==> src/fpu_pkg.sv <==
package fpu_pkg;

    // ================================================
    // Field widths and encoding constants
    // ================================================
    localparam int exp_w    = 8;
    localparam int frac_w   = 23;
    localparam int sig_w    = 24;
    localparam int exp_bias = 127;
    localparam int exp_max  = 255;

    // Single-precision word and its parts
    typedef logic [exp_w+frac_w:0] fp_word_t;
    typedef logic [exp_w-1:0]      exp_t;
    typedef logic [sig_w-1:0]      sig_t;

    // Sum keeps one carry bit above the significand
    typedef logic [sig_w:0]        sum_t;
    typedef logic [2*sig_w-1:0]    prod_t;

    typedef enum logic [2:0] {
        op_fadd = 3'd0,
        op_fsub = 3'd1,
        op_fmul = 3'd2,
        op_fneg = 3'd3,
        op_fabs = 3'd4,
        op_feq  = 3'd5,
        op_fslt = 3'd6
    } alu_op_t;

    // ================================================
    // Stage payloads
    // ================================================

    // Sign of b is already inverted for subtract
    typedef struct packed {
        alu_op_t  op;
        fp_word_t op_a;
        fp_word_t op_b;
        logic     sign_a;
        logic     sign_b;
        exp_t     exp_a;
        exp_t     exp_b;
        sig_t     sig_a;
        sig_t     sig_b;
        exp_t     exp_diff;
        logic     a_larger;
        exp_t     aligned_exp;
    } align_t;

    typedef struct packed {
        alu_op_t  op;
        fp_word_t op_a;
        fp_word_t op_b;
        sum_t     sum;
        prod_t    prod;
        exp_t     exp;
        logic     sign;
    } arith_t;

    typedef struct packed {
        alu_op_t  op;
        fp_word_t op_a;
        fp_word_t op_b;
        sig_t     sig;
        exp_t     exp;
        logic     sign;
        logic     round_up;
    } norm_t;

endpackage
==> src/fpu_alu.sv <==
`timescale 1ns/10ps

module fpu_alu (
    input  logic              clk,
    input  logic              rst,
    input  fpu_pkg::fp_word_t op_a,
    input  fpu_pkg::fp_word_t op_b,
    input  fpu_pkg::alu_op_t  op,
    output fpu_pkg::fp_word_t result,
    output logic              valid
);

    fpu_pkg::align_t align_s;
    fpu_pkg::arith_t arith_s;
    fpu_pkg::norm_t  norm_s;
    logic            align_valid;
    logic            arith_valid;
    logic            norm_valid;

    // Four register stages, result valid three edges after stage 1 capture
    fpu_align u_align (
        .clk       (clk),
        .rst       (rst),
        .op_a      (op_a),
        .op_b      (op_b),
        .op        (op),
        .stage_out (align_s),
        .valid_out (align_valid)
    );

    fpu_mantissa_op u_mantissa_op (
        .clk       (clk),
        .rst       (rst),
        .stage_in  (align_s),
        .valid_in  (align_valid),
        .stage_out (arith_s),
        .valid_out (arith_valid)
    );

    fpu_normalize u_normalize (
        .clk       (clk),
        .rst       (rst),
        .stage_in  (arith_s),
        .valid_in  (arith_valid),
        .stage_out (norm_s),
        .valid_out (norm_valid)
    );

    fpu_compose u_compose (
        .clk      (clk),
        .rst      (rst),
        .stage_in (norm_s),
        .valid_in (norm_valid),
        .result   (result),
        .valid    (valid)
    );

endmodule

==> src/fpu_compose.sv <==
`timescale 1ns/10ps

module fpu_compose (
    input  logic              clk,
    input  logic              rst,
    input  fpu_pkg::norm_t    stage_in,
    input  logic              valid_in,
    output fpu_pkg::fp_word_t result,
    output logic              valid
);

    fpu_pkg::norm_t                                  s_q;
    logic                                            valid_q;
    fpu_pkg::sum_t                                   sig_rnd;
    logic [fpu_pkg::exp_w:0]                         exp_rnd;
    logic [fpu_pkg::frac_w-1:0]                      frac;
    fpu_pkg::fp_word_t                               arith_word;
    logic                                            sign_a;
    logic                                            sign_b;
    logic [fpu_pkg::exp_w+fpu_pkg::frac_w-1:0]       mag_a;
    logic [fpu_pkg::exp_w+fpu_pkg::frac_w-1:0]       mag_b;
    logic                                            both_zero;
    logic                                            a_less;

    always_ff @(posedge clk) begin
        if (rst) begin
            s_q     <= '0;
            s_q.op  <= fpu_pkg::op_fadd;
            valid_q <= 1'b0;
        end else begin
            s_q     <= stage_in;
            valid_q <= valid_in;
        end
    end

    // ================================================
    // Rounding and range limits
    // ================================================
    always_comb begin
        sig_rnd = {1'b0, s_q.sig} + fpu_pkg::sum_t'(s_q.round_up);
        if (sig_rnd[fpu_pkg::sig_w]) begin
            // Carry out of the significand, renormalize
            exp_rnd = {1'b0, s_q.exp} + 1'b1;
            frac    = sig_rnd[fpu_pkg::sig_w-1:1];
        end else begin
            exp_rnd = {1'b0, s_q.exp};
            frac    = sig_rnd[fpu_pkg::frac_w-1:0];
        end

        if (exp_rnd >= fpu_pkg::exp_max) begin
            arith_word = {s_q.sign, {fpu_pkg::exp_w{1'b1}}, {fpu_pkg::frac_w{1'b0}}};
        end else if (exp_rnd == '0) begin
            arith_word = {s_q.sign, {(fpu_pkg::exp_w + fpu_pkg::frac_w){1'b0}}};
        end else begin
            arith_word = {s_q.sign, exp_rnd[fpu_pkg::exp_w-1:0], frac};
        end
    end

    // ================================================
    // Sign ops and comparisons on the raw words
    // ================================================
    assign {sign_a, mag_a} = s_q.op_a;
    assign {sign_b, mag_b} = s_q.op_b;
    assign both_zero = (mag_a == '0) && (mag_b == '0);

    always_comb begin
        if (sign_a != sign_b) begin
            a_less = sign_a;
        end else if (!sign_a) begin
            a_less = mag_a < mag_b;
        end else begin
            a_less = mag_a > mag_b;
        end
    end

    always_comb begin
        case (s_q.op)
            fpu_pkg::op_fadd, fpu_pkg::op_fsub, fpu_pkg::op_fmul: result = arith_word;
            fpu_pkg::op_fneg: result = {~sign_a, mag_a};
            fpu_pkg::op_fabs: result = {1'b0, mag_a};
            // +0 and -0 compare equal
            fpu_pkg::op_feq:  result = fpu_pkg::fp_word_t'(both_zero || (s_q.op_a == s_q.op_b));
            fpu_pkg::op_fslt: result = fpu_pkg::fp_word_t'(a_less && !both_zero);
            default:          result = '0;
        endcase
    end

    assign valid = valid_q;

endmodule

==> src/fpu_normalize.sv <==
`timescale 1ns/10ps

module fpu_normalize (
    input  logic            clk,
    input  logic            rst,
    input  fpu_pkg::arith_t stage_in,
    input  logic            valid_in,
    output fpu_pkg::norm_t  stage_out,
    output logic            valid_out
);

    fpu_pkg::arith_t s_q;
    logic            valid_q;
    int              lead_pos;
    int              shift;
    fpu_pkg::sum_t   norm_sum;
    logic            guard;
    logic            rnd;
    logic            sticky;

    always_ff @(posedge clk) begin
        if (rst) begin
            s_q     <= '0;
            s_q.op  <= fpu_pkg::op_fadd;
            valid_q <= 1'b0;
        end else begin
            s_q     <= stage_in;
            valid_q <= valid_in;
        end
    end

    // Leading-one search below the carry bit
    always_comb begin
        lead_pos = 0;
        for (int i = 0; i < fpu_pkg::sig_w; i++) begin
            if (s_q.sum[i]) begin
                lead_pos = i;
            end
        end
        shift    = fpu_pkg::sig_w - 1 - lead_pos;
        norm_sum = s_q.sum << shift;
    end

    always_comb begin
        stage_out.op   = s_q.op;
        stage_out.op_a = s_q.op_a;
        stage_out.op_b = s_q.op_b;
        stage_out.sig  = '0;
        stage_out.exp  = '0;
        stage_out.sign = 1'b0;
        guard          = 1'b0;
        rnd            = 1'b0;
        sticky         = 1'b0;

        case (s_q.op)
            fpu_pkg::op_fadd, fpu_pkg::op_fsub: begin
                if (s_q.sum == '0) begin
                    // Exact cancellation gives +0
                    stage_out.sign = 1'b0;
                end else if (s_q.sum[fpu_pkg::sig_w]) begin
                    stage_out.sig  = s_q.sum[fpu_pkg::sig_w:1];
                    stage_out.exp  = s_q.exp + fpu_pkg::exp_t'(1);
                    stage_out.sign = s_q.sign;
                end else if (shift <= int'(s_q.exp)) begin
                    stage_out.sig  = norm_sum[fpu_pkg::sig_w-1:0];
                    stage_out.exp  = s_q.exp - fpu_pkg::exp_t'(shift);
                    stage_out.sign = s_q.sign;
                end
                // otherwise underflow, flushed to +0 by the defaults
            end
            fpu_pkg::op_fmul: begin
                stage_out.sign = s_q.sign;
                stage_out.exp  = s_q.exp;
                if (s_q.prod[2*fpu_pkg::sig_w-1]) begin
                    // Product in [2,4), window one bit higher
                    stage_out.sig = s_q.prod[2*fpu_pkg::sig_w-1 -: fpu_pkg::sig_w];
                    guard         = s_q.prod[fpu_pkg::sig_w-1];
                    rnd           = s_q.prod[fpu_pkg::sig_w-2];
                    sticky        = |s_q.prod[fpu_pkg::sig_w-3:0];
                    // Saturated exponents stay pinned
                    if (s_q.exp != '0 && s_q.exp != fpu_pkg::exp_t'(fpu_pkg::exp_max)) begin
                        stage_out.exp = s_q.exp + fpu_pkg::exp_t'(1);
                    end
                end else begin
                    stage_out.sig = s_q.prod[2*fpu_pkg::sig_w-2 -: fpu_pkg::sig_w];
                    guard         = s_q.prod[fpu_pkg::sig_w-2];
                    rnd           = s_q.prod[fpu_pkg::sig_w-3];
                    sticky        = |s_q.prod[fpu_pkg::sig_w-4:0];
                end
            end
            default: begin
                stage_out.sign = 1'b0;
            end
        endcase

        // Nearest-even, zero for add and subtract
        stage_out.round_up = guard & (rnd | sticky | stage_out.sig[0]);
    end

    assign valid_out = valid_q;

endmodule

==> src/fpu_mantissa_op.sv <==
`timescale 1ns/10ps

module fpu_mantissa_op (
    input  logic            clk,
    input  logic            rst,
    input  fpu_pkg::align_t stage_in,
    input  logic            valid_in,
    output fpu_pkg::arith_t stage_out,
    output logic            valid_out
);

    fpu_pkg::align_t s_q;
    logic            valid_q;
    fpu_pkg::sum_t   mag_a;
    fpu_pkg::sum_t   mag_b;
    int              mul_exp;

    always_ff @(posedge clk) begin
        if (rst) begin
            s_q     <= '0;
            s_q.op  <= fpu_pkg::op_fadd;
            valid_q <= 1'b0;
        end else begin
            s_q     <= stage_in;
            valid_q <= valid_in;
        end
    end

    always_comb begin
        // Smaller operand shifted right, bits that fall off are dropped
        if (s_q.a_larger) begin
            mag_a = {1'b0, s_q.sig_a};
            mag_b = {1'b0, s_q.sig_b} >> s_q.exp_diff;
        end else begin
            mag_a = {1'b0, s_q.sig_a} >> s_q.exp_diff;
            mag_b = {1'b0, s_q.sig_b};
        end

        mul_exp = int'(s_q.exp_a) + int'(s_q.exp_b) - fpu_pkg::exp_bias;

        stage_out.op   = s_q.op;
        stage_out.op_a = s_q.op_a;
        stage_out.op_b = s_q.op_b;
        stage_out.sum  = '0;
        stage_out.prod = '0;
        stage_out.exp  = '0;
        stage_out.sign = 1'b0;

        case (s_q.op)
            fpu_pkg::op_fadd, fpu_pkg::op_fsub: begin
                if (s_q.sign_a == s_q.sign_b) begin
                    stage_out.sum  = mag_a + mag_b;
                    stage_out.sign = s_q.sign_a;
                end else if (mag_a >= mag_b) begin
                    stage_out.sum  = mag_a - mag_b;
                    stage_out.sign = s_q.sign_a;
                end else begin
                    stage_out.sum  = mag_b - mag_a;
                    stage_out.sign = s_q.sign_b;
                end
                stage_out.exp = s_q.aligned_exp;
            end
            fpu_pkg::op_fmul: begin
                stage_out.prod = fpu_pkg::prod_t'(s_q.sig_a) * fpu_pkg::prod_t'(s_q.sig_b);
                stage_out.sign = s_q.sign_a ^ s_q.sign_b;
                // Clamp so the 8-bit exponent cannot wrap
                if (mul_exp <= 0) begin
                    stage_out.exp = '0;
                end else if (mul_exp >= fpu_pkg::exp_max) begin
                    stage_out.exp = fpu_pkg::exp_t'(fpu_pkg::exp_max);
                end else begin
                    stage_out.exp = fpu_pkg::exp_t'(mul_exp);
                end
            end
            default: begin
                stage_out.sign = 1'b0;
            end
        endcase
    end

    assign valid_out = valid_q;

endmodule

==> src/fpu_align.sv <==
`timescale 1ns/10ps

module fpu_align (
    input  logic              clk,
    input  logic              rst,
    input  fpu_pkg::fp_word_t op_a,
    input  fpu_pkg::fp_word_t op_b,
    input  fpu_pkg::alu_op_t  op,
    output fpu_pkg::align_t   stage_out,
    output logic              valid_out
);

    fpu_pkg::fp_word_t op_a_q;
    fpu_pkg::fp_word_t op_b_q;
    fpu_pkg::alu_op_t  op_q;
    logic              valid_q;
    fpu_pkg::exp_t     exp_a;
    fpu_pkg::exp_t     exp_b;

    // Operand capture, one new operation per cycle
    always_ff @(posedge clk) begin
        if (rst) begin
            op_a_q  <= '0;
            op_b_q  <= '0;
            op_q    <= fpu_pkg::op_fadd;
            valid_q <= 1'b0;
        end else begin
            op_a_q  <= op_a;
            op_b_q  <= op_b;
            op_q    <= op;
            valid_q <= 1'b1;
        end
    end

    assign exp_a = op_a_q[fpu_pkg::frac_w +: fpu_pkg::exp_w];
    assign exp_b = op_b_q[fpu_pkg::frac_w +: fpu_pkg::exp_w];

    always_comb begin
        stage_out.op     = op_q;
        stage_out.op_a   = op_a_q;
        stage_out.op_b   = op_b_q;
        stage_out.sign_a = op_a_q[fpu_pkg::exp_w + fpu_pkg::frac_w];
        // subtract is handled as add with b negated
        stage_out.sign_b = op_b_q[fpu_pkg::exp_w + fpu_pkg::frac_w] ^ (op_q == fpu_pkg::op_fsub);
        stage_out.exp_a  = exp_a;
        stage_out.exp_b  = exp_b;
        // Hidden one always inserted
        stage_out.sig_a  = {1'b1, op_a_q[fpu_pkg::frac_w-1:0]};
        stage_out.sig_b  = {1'b1, op_b_q[fpu_pkg::frac_w-1:0]};

        // Larger exponent sets the result scale
        if (exp_a >= exp_b) begin
            stage_out.exp_diff    = exp_a - exp_b;
            stage_out.a_larger    = 1'b1;
            stage_out.aligned_exp = exp_a;
        end else begin
            stage_out.exp_diff    = exp_b - exp_a;
            stage_out.a_larger    = 1'b0;
            stage_out.aligned_exp = exp_b;
        end
    end

    assign valid_out = valid_q;

endmodule

==> config.mk <==
export PLATFORM = sky130hd
export DESIGN_NAME = fpu_alu
export DESIGN_NICKNAME = d
export VERILOG_FILES = /design/src/fpu_pkg.sv /design/src/fpu_alu.sv /design/src/fpu_compose.sv /design/src/fpu_normalize.sv /design/src/fpu_mantissa_op.sv /design/src/fpu_align.sv
export SDC_FILE = /design/constraint.sdc
export NUM_CORES = 2
export LEC_CHECK = 0
export ABC_AREA = 1
export BUFFER_PORTS_ARGS = -buffer_cell sky130_fd_sc_hd__buf_4
export CAP_MARGIN = 5
export CORE_UTILIZATION = 40
export DETAILED_ROUTE_END_ITERATION = 6
export HOLD_SLACK_MARGIN = 0.15
export PLACE_DENSITY = 0.54
export SYNTH_ARGS = -nofsm -noshare
export SYNTH_HDL_FRONTEND = slang
export SYNTH_HIERARCHICAL = 1
export SYNTH_SLANG_ARGS = --single-unit
==> constraint.sdc <==
create_clock -name clk -period 8.1 [get_ports clk]
set_input_delay 0.81 -clock clk [delete_from_list [all_inputs] [get_ports clk]]
set_output_delay 0.81 -clock clk [all_outputs]
set_load 0.02 [all_outputs]
==> flow_summary.json <==
{
  "status": "completed",
  "dieArea_um2": 130000,
  "critPathMaxFanout": 22,
  "drive_above_1_share_pct": 5.26,
  "holdWs_ns": 0.336,
  "postSynthCellCount": 7845,
  "p_sw_w": 0.00538,
  "track_usage_pct": 27.0,
  "cts-root-buf": "clkbuf_16",
  "wire_per_inst_um": 19.1,
  "worst_slack_ns": 0.733,
  "syn_avg_cell_area_um2": 6.56,
  "totalWireLength_um": 177000,
  "h-tree-depth": 2,
  "vias": 45800,
  "grt_overflow": 0,
  "cp-start-kind": "flop",
  "gp_congestion": 0.955,
  "path_class": "reg2reg",
  "grt_pass1_wl_um": 269000,
  "seqPwrFrac_pct": 23.8,
  "ir_worst_vdd_uv": 158,
  "dr.pass1.iters": 7,
  "ant_nets": 0,
  "tns_ns": 0,
  "cp.required_ns": 8.69,
  "grt_pass1_vias": 44300,
  "grt_max_degree": 183,
  "leakagePower_nw": 29.5,
  "internal_power_w": 0.00582,
  "grt_setup_unrepaired": "false",
  "fin_skew_ns": 0.0435,
  "cts.sinks": 471,
  "max_freq_ghz": 0.136,
  "yosysMostFrequentCell": "nand2_1",
  "finalSetupViolations": 0,
  "drtIter0Drc": 3909,
  "max-clock-path-buffers": 3,
  "worst_pin_slew_ns": 1.30,
  "die_h_um": 361,
  "n_fill_cell": 13700,
  "pwr-share-comb_pct": 51.2,
  "synthArstFlopShare_pct": 0,
  "ys_types": 64,
  "synth_edf_count": 0,
  "endpoint_kind": "flop",
  "numPortBuffers": 101,
  "dpl_worst_slack_ns": 0.826,
  "relSlewSlack_pct": 13.2,
  "maxSlewViolCount": 0,
  "path_clk_slew_ns": 0.07,
  "min_period_ns": 7.37,
  "io_pins": 102,
  "yosysWarnings": 6,
  "synth_top_area_share_pct": 19.0,
  "synth_seq_area_share_pct": 18.3,
  "netlist_top_cells_area": "fa_1 (19%), dfxtp_1 (18%), nand2_1 (15%), inv_1 (14%), ha_1 (8.0%)",
  "die_w_um": 361,
  "cts_tree": "built",
  "postCtsHoldBufs": 0,
  "drv_cap": 0,
  "antenna_found_initial": 6,
  "powerDensity_nw_per_um2": 207,
  "hold_viol_final": 0,
  "netlist_area_um2": 51500,
  "fin_crit_sh_pct": 91.0,
  "final_area_um2": 54200,
  "drc_errors": 0,
  "clkPwrFrac_pct": 25.0,
  "synthFlopType": "dfxtp_1",
  "min_path_type": "in2reg",
  "numCtsBuffers": 57,
  "p_sw_share_pct": 48.1,
  "ys_top_cells_by_count": "nand2_1 (2,025), inv_1 (1,861), nor2_1 (873)",
  "rows": 131,
  "fin_nets": 8447,
  "via_per_inst": 4.94,
  "cp.arrival_ns": 7.95,
  "start_util_pct": 40.3,
  "insertion_delay_ns": 0.68,
  "dp_hpwl_um": 143000,
  "placed_cell_area_um2": 52200,
  "ys_seq_elements": 471,
  "post_cts_buffers": 0,
  "synth_top_area_cell": "fa_1",
  "core_area_um2": 128000,
  "synthToLayoutAreaGrowth_pct": 5.31,
  "cts_resized": 0
}
[sequential cells by signal, summed over array words and instances (netlist names)]
| name | count |
|---|---|
| u_mantissa_op/s_q | 83 |
| u_normalize/s_q | 82 |
| u_mantissa_op/stage_out | 67 |
| u_normalize/stage_out | 67 |
| u_compose/s_q | 39 |
| u_align/op_a_q | 32 |
| u_align/op_b_q | 32 |
| u_compose/mag_a | 31 |
| u_compose/mag_b | 31 |
| u_align/op_q | 3 |
| u_align/valid_out | 1 |
| u_compose/valid | 1 |
| u_mantissa_op/valid_out | 1 |
| u_normalize/valid_out | 1 |
[metrics by stage]
step	instances	utilization, %	power, W
3_3_place_gp	9164	40.8	0.00837
5_1_grt	9270	42.5	0.0120
3_5_place_dp	9164	40.8	0.00835
4_1_cts	9270	42.5	0.0112
2_1_floorplan	7846	-	0.00671
6_report	9272	42.5	0.0112
[per-layer routing]
layer	track usage [%]	vias to the layer above	share of wire [%]
met3	3.55	229	6.8
met2	41.7	1579	43
met4	7.71	2	3.0
met1	39.2	21800	47
met5	0	-	0.0068
li1	-	22200	-
[critical path, cell delays in order, from the launching register on]
cell and delay (ns):
dfxtp_1 1.18, buf_4 0.30, nand2_1 0.06, inv_1 0.06, fa_1 0.43, fa_1 0.49
inv_1 0.05, fa_1 0.47, fa_1 0.49, inv_1 0.05, fa_1 0.50, fa_1 0.54
inv_1 0.06, fa_1 0.66, inv_1 0.08, ha_1 0.35, nand2_1 0.11, nor2_1 0.15
inv_1 0.10, nor2_1 0.14, inv_1 0.06, nor2_1 0.19, nand4_1 0.18, nand3_1 0.18
nor2_1 0.06, nor2_1 0.16, inv_1 0.05, nor2_1 0.08
[worst paths after layout]
| path | to | slack, ns | cells past startpoint | start |
|---|---|---|---|---|
| worst max register to register | u_normalize/s_q[48] | 0.73 | 27 | u_mantissa_op/s_q[26] |
| worst min-delay path | u_align/op_a_q[22] | 0.34 | 3 | op_a[22] |
| worst min register to register | u_compose/mag_b[22] | 0.38 | 2 | u_normalize/stage_out[56] |
| worst max-delay path | u_normalize/s_q[48] | 0.73 | 27 | u_mantissa_op/s_q[26] |
[cell type report]
type | instances | area (um^2) | share of cell area (%)
Timing Repair Buffer | 190 | 1530 | 2.83
Multi-Input combinational cell | 4959 | 32000 | 59.1
Tap cell | 1662 | 2080 | 3.84
Clock inverter | 40 | 548 | 1.01
Inverter | 1882 | 7060 | 13.0
Antenna cell | 2 | 5.00 | 0.00923
Sequential cell | 471 | 9440 | 17.4
Clock buffer | 66 | 1500 | 2.77
[power groups by stage]
| stage | clock (W) | sequential [W] | combinational [W] |
|---|---|---|---|
| after floorplan | 0 | 0.00260 | 0.00411 |
| after global placement | 0 | 0.00272 | 0.00565 |
| after detailed placement | 0 | 0.00272 | 0.00564 |
| after CTS | 0.00285 | 0.00267 | 0.00566 |
| after global routing | 0.00294 | 0.00268 | 0.00637 |
| final | 0.00279 | 0.00267 | 0.00573 |
[kinds of logic (layout without fill, tap and decap cells)]
logic type	Yosys count	count (layout)	share of synthesized area, %
compound gates	599	599	6.49
flops	471	471	18.3
buf+inv	2416	2178	19.5
simple gates	3457	3457	27.3
xor+xnor	83	83	1.41
mux	1	1	0.0194
fa+ha+maj	817	817	27.0
other cells	1	4	0.00729
[layout by cell type (no fill, tap or decap), types with 24 or more instances in the layout]
master | Yosys | layout
inv_1 | 1861 | 1860
fa_1 | 489 | 489
nand3_1 | 356 | 356
buf_4 | 216 | 181
a21oi_1 | 242 | 242
clkbuf_16 | 0 | 57
xor2_1 | 64 | 64
nor3_1 | 43 | 41
nand2_2 | 24 | 24
ha_1 | 328 | 328
o21ai_0 | 212 | 212
nand4_1 | 59 | 59
o211ai_1 | 34 | 34
nor2_1 | 873 | 873
dfxtp_1 | 471 | 466
nand2_1 | 2025 | 2025
(Power assumes the default switching activity.)
